## config.mk

```make
export PLATFORM = sky130hd
export DESIGN_NAME = ble_accel_rx_top
export DESIGN_NICKNAME = d
export VERILOG_FILES = /design/src/hw/ble_rx_pkg.sv /design/src/hw/ble_accel_rx_top.sv /design/src/hw/credit_out_queue.sv /design/src/hw/hex_line_parser.sv /design/src/hw/uart_byte_rx.sv /design/src/hw/uart_baud_tick.sv
export SDC_FILE = /design/constraint.sdc
export NUM_CORES = 1
export LEC_CHECK = 0
export BUFFER_PORTS_ARGS = -buffer_cell sky130_fd_sc_hd__buf_2
export CORE_ASPECT_RATIO = 0.7
export CORE_MARGIN = 2
export CORE_UTILIZATION = 40
export DETAILED_ROUTE_END_ITERATION = 10
export PLACE_DENSITY = 0.59
export REMOVE_ABC_BUFFERS = 1
export SYNTH_ARGS = -nofsm -noshare
export SYNTH_HDL_FRONTEND = slang
export SYNTH_SLANG_ARGS = --single-unit
export TNS_END_PERCENT = 100
```

## constraint.sdc

```tcl
create_clock -name clk -period 2.69 [get_ports clk]
set_clock_uncertainty 0.2 [all_clocks]
set_input_delay 0.807 -clock clk [delete_from_list [all_inputs] [get_ports clk]]
set_output_delay 0.807 -clock clk [all_outputs]
set_load 0.01 [all_outputs]
```

## src/hw/ble_rx_pkg.sv

```systemverilog
// Shared widths, typedefs, receiver state encoding, byte struct and fixed constants

package ble_rx_pkg;

   // ****************************************
   // widths that carry a meaning
   // ****************************************

   // one received character
   typedef logic [7:0]  byte_t;

   // one decoded accelerometer reading
   typedef logic [31:0] value_t;

   // saturating event counter
   typedef logic [7:0]  count_t;

   // baud divisor, same width as the SoC baud generator
   typedef logic [10:0] div_t;

   // framed byte from the UART receiver
   // frame_err set when the stop bit was sampled low
   typedef struct packed {
      byte_t data;
      logic  frame_err;
   } rx_byte_s;

   // receiver FSM
   typedef enum logic [1:0] {
      IDLE,
      START,
      DATA,
      STOP
   } rx_state_e;

   // ****************************************
   // fixed constants
   // ****************************************

   // ticks per bit, the receiver counts assume 16
   localparam int OVERSAMPLE = 16;

   // hex digits in one reading
   localparam int DIGITS_PER_LINE = 8;

   // line feed closes a line
   localparam byte_t LINE_END = 8'h0A;

endpackage
```

## src/hw/ble_accel_rx_top.sv

```systemverilog
// Top level of the accelerometer receive path, UART in and credit-based reading out

`timescale 1ns/1ps

module ble_accel_rx_top #(
   parameter ble_rx_pkg::div_t DIVISOR     = 11'd27,
   parameter int               QUEUE_DEPTH = 4,
   parameter int               CREDITS     = 2
) (
   input  logic               clk,
   input  logic               i_rst_n,
   input  logic               i_rx,
   input  logic               i_credit,
   output logic               o_valid,
   output ble_rx_pkg::value_t o_value,
   output ble_rx_pkg::count_t o_frame_err_count,
   output ble_rx_pkg::count_t o_drop_count
);
   import ble_rx_pkg::*;

   logic     tick;
   logic     rx_byte_valid;
   rx_byte_s rx_byte;
   logic     word_valid;
   value_t   word;

   // ****************************************
   // input side
   // ****************************************

   uart_baud_tick #(
      .DIVISOR (DIVISOR)
   ) u_baud (
      .clk     (clk),
      .i_rst_n (i_rst_n),
      .o_tick  (tick)
   );

   uart_byte_rx u_rx (
      .clk          (clk),
      .i_rst_n      (i_rst_n),
      .i_rx         (i_rx),
      .i_tick       (tick),
      .o_byte_valid (rx_byte_valid),
      .o_byte       (rx_byte)
   );

   // ****************************************
   // processing and output side
   // ****************************************

   hex_line_parser u_parser (
      .clk               (clk),
      .i_rst_n           (i_rst_n),
      .i_byte_valid      (rx_byte_valid),
      .i_byte            (rx_byte),
      .o_word_valid      (word_valid),
      .o_word            (word),
      .o_frame_err_count (o_frame_err_count)
   );

   credit_out_queue #(
      .QUEUE_DEPTH (QUEUE_DEPTH),
      .CREDITS     (CREDITS)
   ) u_queue (
      .clk          (clk),
      .i_rst_n      (i_rst_n),
      .i_word_valid (word_valid),
      .i_word       (word),
      .i_credit     (i_credit),
      .o_valid      (o_valid),
      .o_value      (o_value),
      .o_drop_count (o_drop_count)
   );

endmodule

```

## src/hw/credit_out_queue.sv

```systemverilog
// Reading queue with credit counter, overflow drop counting and output

`timescale 1ns/1ps

module credit_out_queue #(
   parameter int QUEUE_DEPTH = 4,
   parameter int CREDITS     = 2
) (
   input  logic               clk,
   input  logic               i_rst_n,
   input  logic               i_word_valid,
   input  ble_rx_pkg::value_t i_word,
   input  logic               i_credit,
   output logic               o_valid,
   output ble_rx_pkg::value_t o_value,
   output ble_rx_pkg::count_t o_drop_count
);
   import ble_rx_pkg::*;

   localparam int PTR_W  = (QUEUE_DEPTH > 1) ? $clog2(QUEUE_DEPTH) : 1;
   localparam int FILL_W = $clog2(QUEUE_DEPTH + 1);
   localparam int CRED_W = $clog2(CREDITS + 1);

   localparam logic [PTR_W-1:0]  LAST_SLOT = PTR_W'(QUEUE_DEPTH - 1);
   localparam logic [FILL_W-1:0] FULL_FILL = FILL_W'(QUEUE_DEPTH);

   value_t             mem [QUEUE_DEPTH];
   logic [PTR_W-1:0]   wr_ptr;
   logic [PTR_W-1:0]   rd_ptr;
   logic [FILL_W-1:0]  fill;
   logic [CRED_W-1:0]  credit_cnt;
   logic               full;
   logic               pop;
   logic               push;
   logic               drop;

   assign full = (fill == FULL_FILL);

   // head goes out whenever the consumer has room
   assign pop  = (fill != '0) && (credit_cnt != '0);

   // a same-cycle pop frees the slot for the incoming word
   assign push = i_word_valid && (!full || pop);
   assign drop = i_word_valid && full && !pop;

   assign o_valid = pop;
   assign o_value = mem[rd_ptr];

   // ****************************************
   // pointers, fill level, credits
   // ****************************************

   always_ff @(posedge clk) begin
      if (!i_rst_n) begin
         wr_ptr       <= '0;
         rd_ptr       <= '0;
         fill         <= '0;
         credit_cnt   <= CRED_W'(CREDITS);
         o_drop_count <= '0;
      end else begin
         if (push) begin
            wr_ptr <= (wr_ptr == LAST_SLOT) ? '0 : wr_ptr + 1'b1;
         end
         if (pop) begin
            rd_ptr <= (rd_ptr == LAST_SLOT) ? '0 : rd_ptr + 1'b1;
         end

         case ({push, pop})
            2'b10:   fill <= fill + 1'b1;
            2'b01:   fill <= fill - 1'b1;
            default: fill <= fill;
         endcase

         // one credit back per reading taken
         case ({i_credit, pop})
            2'b10:   credit_cnt <= credit_cnt + 1'b1;
            2'b01:   credit_cnt <= credit_cnt - 1'b1;
            default: credit_cnt <= credit_cnt;
         endcase

         if (drop && o_drop_count != '1) begin
            o_drop_count <= o_drop_count + 1'b1;
         end
      end
   end

   // storage
   always_ff @(posedge clk) begin
      if (push) begin
         mem[wr_ptr] <= i_word;
      end
   end

   a_credit_bound : assert property (@(posedge clk) disable iff (!i_rst_n)
      int'(credit_cnt) <= CREDITS)
      else $error("consumer returned more credits than it was given");

   a_send_needs_credit : assert property (@(posedge clk) disable iff (!i_rst_n)
      o_valid |-> (credit_cnt != '0))
      else $error("reading sent without a credit");

endmodule

```

## src/hw/hex_line_parser.sv

```systemverilog
// Line framer and ASCII hex decoder with frame error counting

`timescale 1ns/1ps

module hex_line_parser (
   input  logic                 clk,
   input  logic                 i_rst_n,
   input  logic                 i_byte_valid,
   input  ble_rx_pkg::rx_byte_s i_byte,
   output logic                 o_word_valid,
   output ble_rx_pkg::value_t   o_word,
   output ble_rx_pkg::count_t   o_frame_err_count
);
   import ble_rx_pkg::*;

   localparam int               CNT_W    = $clog2(DIGITS_PER_LINE + 1);
   localparam logic [CNT_W-1:0] FULL_CNT = CNT_W'(DIGITS_PER_LINE);

   value_t           word_acc;
   logic [CNT_W-1:0] digit_cnt;
   logic             line_bad;
   logic             is_hex;
   logic [3:0]       nibble;
   logic             is_end;
   logic             shift_en;
   logic             line_ok;

   // ****************************************
   // per-character decode
   // ****************************************

   always_comb begin
      is_hex = 1'b1;
      nibble = 4'h0;
      if (i_byte.data >= 8'h30 && i_byte.data <= 8'h39) begin
         // '0' .. '9'
         nibble = 4'(i_byte.data - 8'h30);
      end else if (i_byte.data >= 8'h41 && i_byte.data <= 8'h46) begin
         // 'A' .. 'F'
         nibble = 4'(i_byte.data - 8'h37);
      end else if (i_byte.data >= 8'h61 && i_byte.data <= 8'h66) begin
         // 'a' .. 'f'
         nibble = 4'(i_byte.data - 8'h57);
      end else begin
         is_hex = 1'b0;
      end
   end

   assign is_end = (i_byte.data == LINE_END);

   // a ninth digit is never shifted in
   assign shift_en = i_byte_valid && !is_end && is_hex && !i_byte.frame_err &&
                     (digit_cnt != FULL_CNT);

   // terminator itself must also arrive cleanly
   assign line_ok = !line_bad && !i_byte.frame_err && (digit_cnt == FULL_CNT);

   // ****************************************
   // line state and counters
   // ****************************************

   always_ff @(posedge clk) begin
      if (!i_rst_n) begin
         o_word_valid      <= 1'b0;
         o_frame_err_count <= '0;
         digit_cnt         <= '0;
         line_bad          <= 1'b0;
      end else begin
         o_word_valid <= 1'b0;
         if (i_byte_valid) begin
            if (is_end) begin
               digit_cnt <= '0;
               line_bad  <= 1'b0;
               if (line_ok) begin
                  o_word_valid <= 1'b1;
               end else if (o_frame_err_count != '1) begin
                  o_frame_err_count <= o_frame_err_count + 1'b1;
               end
            end else if (shift_en) begin
               digit_cnt <= digit_cnt + 1'b1;
            end else begin
               line_bad <= 1'b1;
            end
         end
      end
   end

   // most significant digit first
   always_ff @(posedge clk) begin
      if (shift_en) begin
         word_acc <= {word_acc[$bits(value_t)-5:0], nibble};
      end
   end

   // accumulator is left alone on LINE_END and holds until the next byte
   assign o_word = word_acc;

endmodule

```

## src/hw/uart_byte_rx.sv

```systemverilog
// Oversampled UART receiver FSM producing framed bytes

`timescale 1ns/1ps

module uart_byte_rx (
   input  logic                 clk,
   input  logic                 i_rst_n,
   input  logic                 i_rx,
   input  logic                 i_tick,
   output logic                 o_byte_valid,
   output ble_rx_pkg::rx_byte_s o_byte
);
   import ble_rx_pkg::*;

   // sample points in ticks, middle of start bit and full bit period
   localparam logic [3:0] MID_TICK  = 4'(OVERSAMPLE / 2 - 1);
   localparam logic [3:0] LAST_TICK = 4'(OVERSAMPLE - 1);

   rx_state_e  state;
   logic       rx_meta;
   logic       rx_sync;
   logic       rx_prev;
   logic [3:0] tick_cnt;
   logic [2:0] bit_cnt;
   byte_t      shift_reg;
   logic       sample_now;
   logic       start_edge;

   // falling edge on the synchronized line
   assign start_edge = rx_prev & ~rx_sync;

   // tick that lands on the current sample point
   always_comb begin
      if (state == START) begin
         sample_now = i_tick && (tick_cnt == MID_TICK);
      end else begin
         sample_now = i_tick && (tick_cnt == LAST_TICK);
      end
   end

   // ****************************************
   // control
   // ****************************************

   always_ff @(posedge clk) begin
      if (!i_rst_n) begin
         rx_meta      <= 1'b1;
         rx_sync      <= 1'b1;
         rx_prev      <= 1'b1;
         state        <= IDLE;
         tick_cnt     <= '0;
         bit_cnt      <= '0;
         o_byte_valid <= 1'b0;
      end else begin
         // two-flop synchronizer, third flop for edge detect
         rx_meta      <= i_rx;
         rx_sync      <= rx_meta;
         rx_prev      <= rx_sync;
         o_byte_valid <= 1'b0;

         if (i_tick) begin
            tick_cnt <= sample_now ? 4'd0 : tick_cnt + 1'b1;
         end

         case (state)
            IDLE: begin
               if (start_edge) begin
                  state    <= START;
                  tick_cnt <= '0;
               end
            end
            START: begin
               // line back high at mid-bit means a glitch
               if (sample_now) begin
                  state   <= rx_sync ? IDLE : DATA;
                  bit_cnt <= '0;
               end
            end
            DATA: begin
               if (sample_now) begin
                  if (bit_cnt == 3'd7) begin
                     state <= STOP;
                  end else begin
                     bit_cnt <= bit_cnt + 1'b1;
                  end
               end
            end
            STOP: begin
               if (sample_now) begin
                  state        <= IDLE;
                  o_byte_valid <= 1'b1;
               end
            end
            default: state <= IDLE;
         endcase
      end
   end

   // ****************************************
   // data path
   // ****************************************

   always_ff @(posedge clk) begin
      // LSB arrives first
      if (state == DATA && sample_now) begin
         shift_reg <= {rx_sync, shift_reg[7:1]};
      end
      if (state == STOP && sample_now) begin
         o_byte.data      <= shift_reg;
         o_byte.frame_err <= ~rx_sync;
      end
   end

   a_byte_pulse : assert property (@(posedge clk) disable iff (!i_rst_n)
      o_byte_valid |=> !o_byte_valid)
      else $error("byte valid held longer than one cycle");

endmodule

```

## src/hw/uart_baud_tick.sv

```systemverilog
// Baud divider producing the 16x oversampling tick

`timescale 1ns/1ps

module uart_baud_tick #(
   parameter ble_rx_pkg::div_t DIVISOR = 11'd27
) (
   input  logic clk,
   input  logic i_rst_n,
   output logic o_tick
);
   import ble_rx_pkg::*;

   div_t cnt;

   // down-counter, one tick per wrap
   always_ff @(posedge clk) begin
      if (!i_rst_n) begin
         cnt    <= DIVISOR - 1'b1;
         o_tick <= 1'b0;
      end else begin
         o_tick <= (cnt == '0);
         if (cnt == '0) begin
            cnt <= DIVISOR - 1'b1;
         end else begin
            cnt <= cnt - 1'b1;
         end
      end
   end

   // a zero divisor would never wrap
   a_divisor_nonzero : assert property (@(posedge clk) DIVISOR > 0)
      else $error("baud divisor must be nonzero");

endmodule

```

==> flow_metrics.tcl <==
set metrics [dict create \
    crit_arrival_ns 1.76 \
    path_max_fanout 8 \
    largest_reg_flops 128 \
    fin_cells 910 \
    violations "setup timing" \
    synth_area_per_cell_um2 16.9 \
    io_pins 53 \
    fmax_mhz 361 \
    ys.flop_type "edfxtp_1" \
    dieArea_mm2 0.0238 \
    start_util_pct 41.3 \
    postCtsHoldBufs 0 \
    dr.first_iter.drc_count 245 \
    gp_congestion 0.810 \
    async_flop_share_pct 0 \
    crit_type "reg -> out" \
    place.detailed.hpwl_um 9560 \
    final_cell_mix "177 x edfxtp_1, 56 x dfxtp_1, 40 x nor2_1" \
    grt_max_degree 35 \
    routed-via-count 4672 \
    die_y_um 130 \
    area_growth_pct 17.8 \
    ys_seq_area_share_pct 71.6 \
    place_inst 866 \
    rsz0062_at_grt "true" \
    avgRoutedWirePerCell_um 17.3 \
    yosysUniqueCellTypes 60 \
    rows 45 \
    cts_sinks 235 \
    finalCritPeriodShare_pct 103 \
    clk_pin_slew_worst_paths_ns 0.06 \
    drv_cap 0 \
    grt_use_total_pct 13.6 \
    wl_um 15800 \
    final_nets 636 \
    synth_seq_cells 235 \
    antenna_cells 0 \
    core_mm2 0.0219 \
    finish.instance_area_mm2 0.0106 \
    vias_per_cell 5.13 \
    syn_inst 536 \
    finalPower_w 0.00845 \
    placed_area_mm2 0.00972 \
    ant_nets 0 \
    tightest_slew_ns 0.920 \
    worst_slack_ns -0.0788 \
    period_needed_ns 2.77 \
    yosys_warnings 0 \
    fin_util_pct 48.6 \
    drive_gt1_share_pct 25.0 \
    top_register "u_queue.mem" \
    start_kind "flop" \
    critPathCaptureType "output pin" \
    hold_path.class "reg -> reg" \
    overflow 0 \
    cts_buffers 23 \
    ctsLongestPathBuffers 3 \
    synth-edff-count 177 \
    drc 0 \
    maxSlewViolCount 0 \
    final_common_cell "edfxtp_1" \
    grt_pass1_vias 4808 \
    cts_root_buf "clkbuf_16" \
    firstDrtPassIters 6 \
    netlist_area_mm2 0.00904 \
    outcome "finished with violations" \
    setup_viol 32 \
    cts_tree "done" \
    hold_viol 0 \
    antenna_found_initial 0 \
    htree_levels 1 \
    grt_first_pass_wirelength_um 25200 \
    p_leak_nw 3.58 \
    clkLatencyLatePin_ns 0.49 \
    worst_slew_margin_rel_pct 38.7 \
    vdd_drop_max_mv 0.409 \
    port-buffer-count 52 \
    required_ns 1.68 \
    die_x_um 184 \
    p_per_area_mw_per_mm2 794 \
]
## final timing paths
| check | start | to | slack (ns) | cells after the start |
|---|---|---|---|---|
| worst max-delay path | flop | o_value[21] | -0.08 | 3 |
| worst min-delay path | u_rx.rx_meta$_SDFF_PN1_ | u_rx.rx_sync$_SDFF_PN1_ | 0.21 | 1 |
| worst min register to register | u_rx.rx_meta$_SDFF_PN1_ | u_rx.rx_sync$_SDFF_PN1_ | 0.21 | 1 |
| worst max register to register | u_queue.credit_cnt[1]$_SDFFE_PN1P_ | u_queue.fill[2]$_SDFFE_PN0P_ | 0.10 | 10 |
## power by group
group | switching (W) | internal (W)
Sequential | 0.000101 | 0.00391
Combinational | 0.000610 | 0.000736
Clock | 0.00127 | 0.00183
## what timing repair did
item                                    4_1_cts  5_1_grt
resized for setup                            21       18
buffers inserted                              4        0
gates cloned                                  3        0
pin swaps                                     0        0
endpoints found under the setup margin       32       34
## cell usage after synthesis, drive strengths merged (5+ instances only)
master / count / share of area [%]
ha: 19 / 2.6
and3: 9 / 0.62
nor2: 42 / 1.8
inv: 22 / 0.91
dfxtp: 58 / 13
clkbuf: 8 / 0.35
xnor2: 13 / 1.3
nand3: 6 / 0.33
nand4: 6 / 0.42
xor2: 10 / 0.97
nand2: 25 / 1.0
nand2b: 6 / 0.42
mux4: 32 / 8.0
or3: 5 / 0.35
nor3: 11 / 0.73
buf: 5 / 0.33
mux2i: 10 / 1.1
a21oi: 12 / 0.66
edfxtp: 177 / 59
## through the flow
step,setup slack (ns),hold WS (ns),TNS [ns]
after floorplan,-0.450,0.186,-22.43
after global placement,0.294,0.189,0
after detailed placement,0.0936,0.196,0
after CTS,-0.155,0.210,-4.27
after global routing,-0.146,0.228,-4.11
final,-0.0788,0.207,-1.85
## layout make-up
| type | instances | area (um2) |
|---|---|---|
| Fill cell | 1806 | 11300 |
| Clock inverter | 10 | 105 |
| Sequential cell | 235 | 6480 |
| Multi-Input combinational cell | 265 | 2440 |
| Timing Repair Buffer | 64 | 553 |
| Inverter | 23 | 86.3 |
| Tap cell | 282 | 353 |
| Clock buffer | 31 | 626 |
## cell families (layout without fill, tap and decap cells)
group	count (synthesis)	in the layout	share of synthesized area, %
DFF	235	235	71.6
and+or+nand+nor	134	134	7.99
AOI/OAI and AO/OA	44	44	4.33
muxes	44	44	9.33
buffers and inverters	36	128	1.63
xor gates and xnor gates	23	23	2.23
adders and majority gates	20	20	2.85
## critical path: stages, from the launching register on
cell	delay [ns]
dfxtp_4	0.41
buf_8	0.18
mux4_2	0.54
buf_6	0.14
## layer usage
layer  routed length, um  global-route usage [%]
met2                7510                    23.3
met1                7400                    18.0
met4                 298                    3.72
met5                   0                       0
met3                 549                    2.74
No activity file was read; power rests on OpenSTA's default activity.
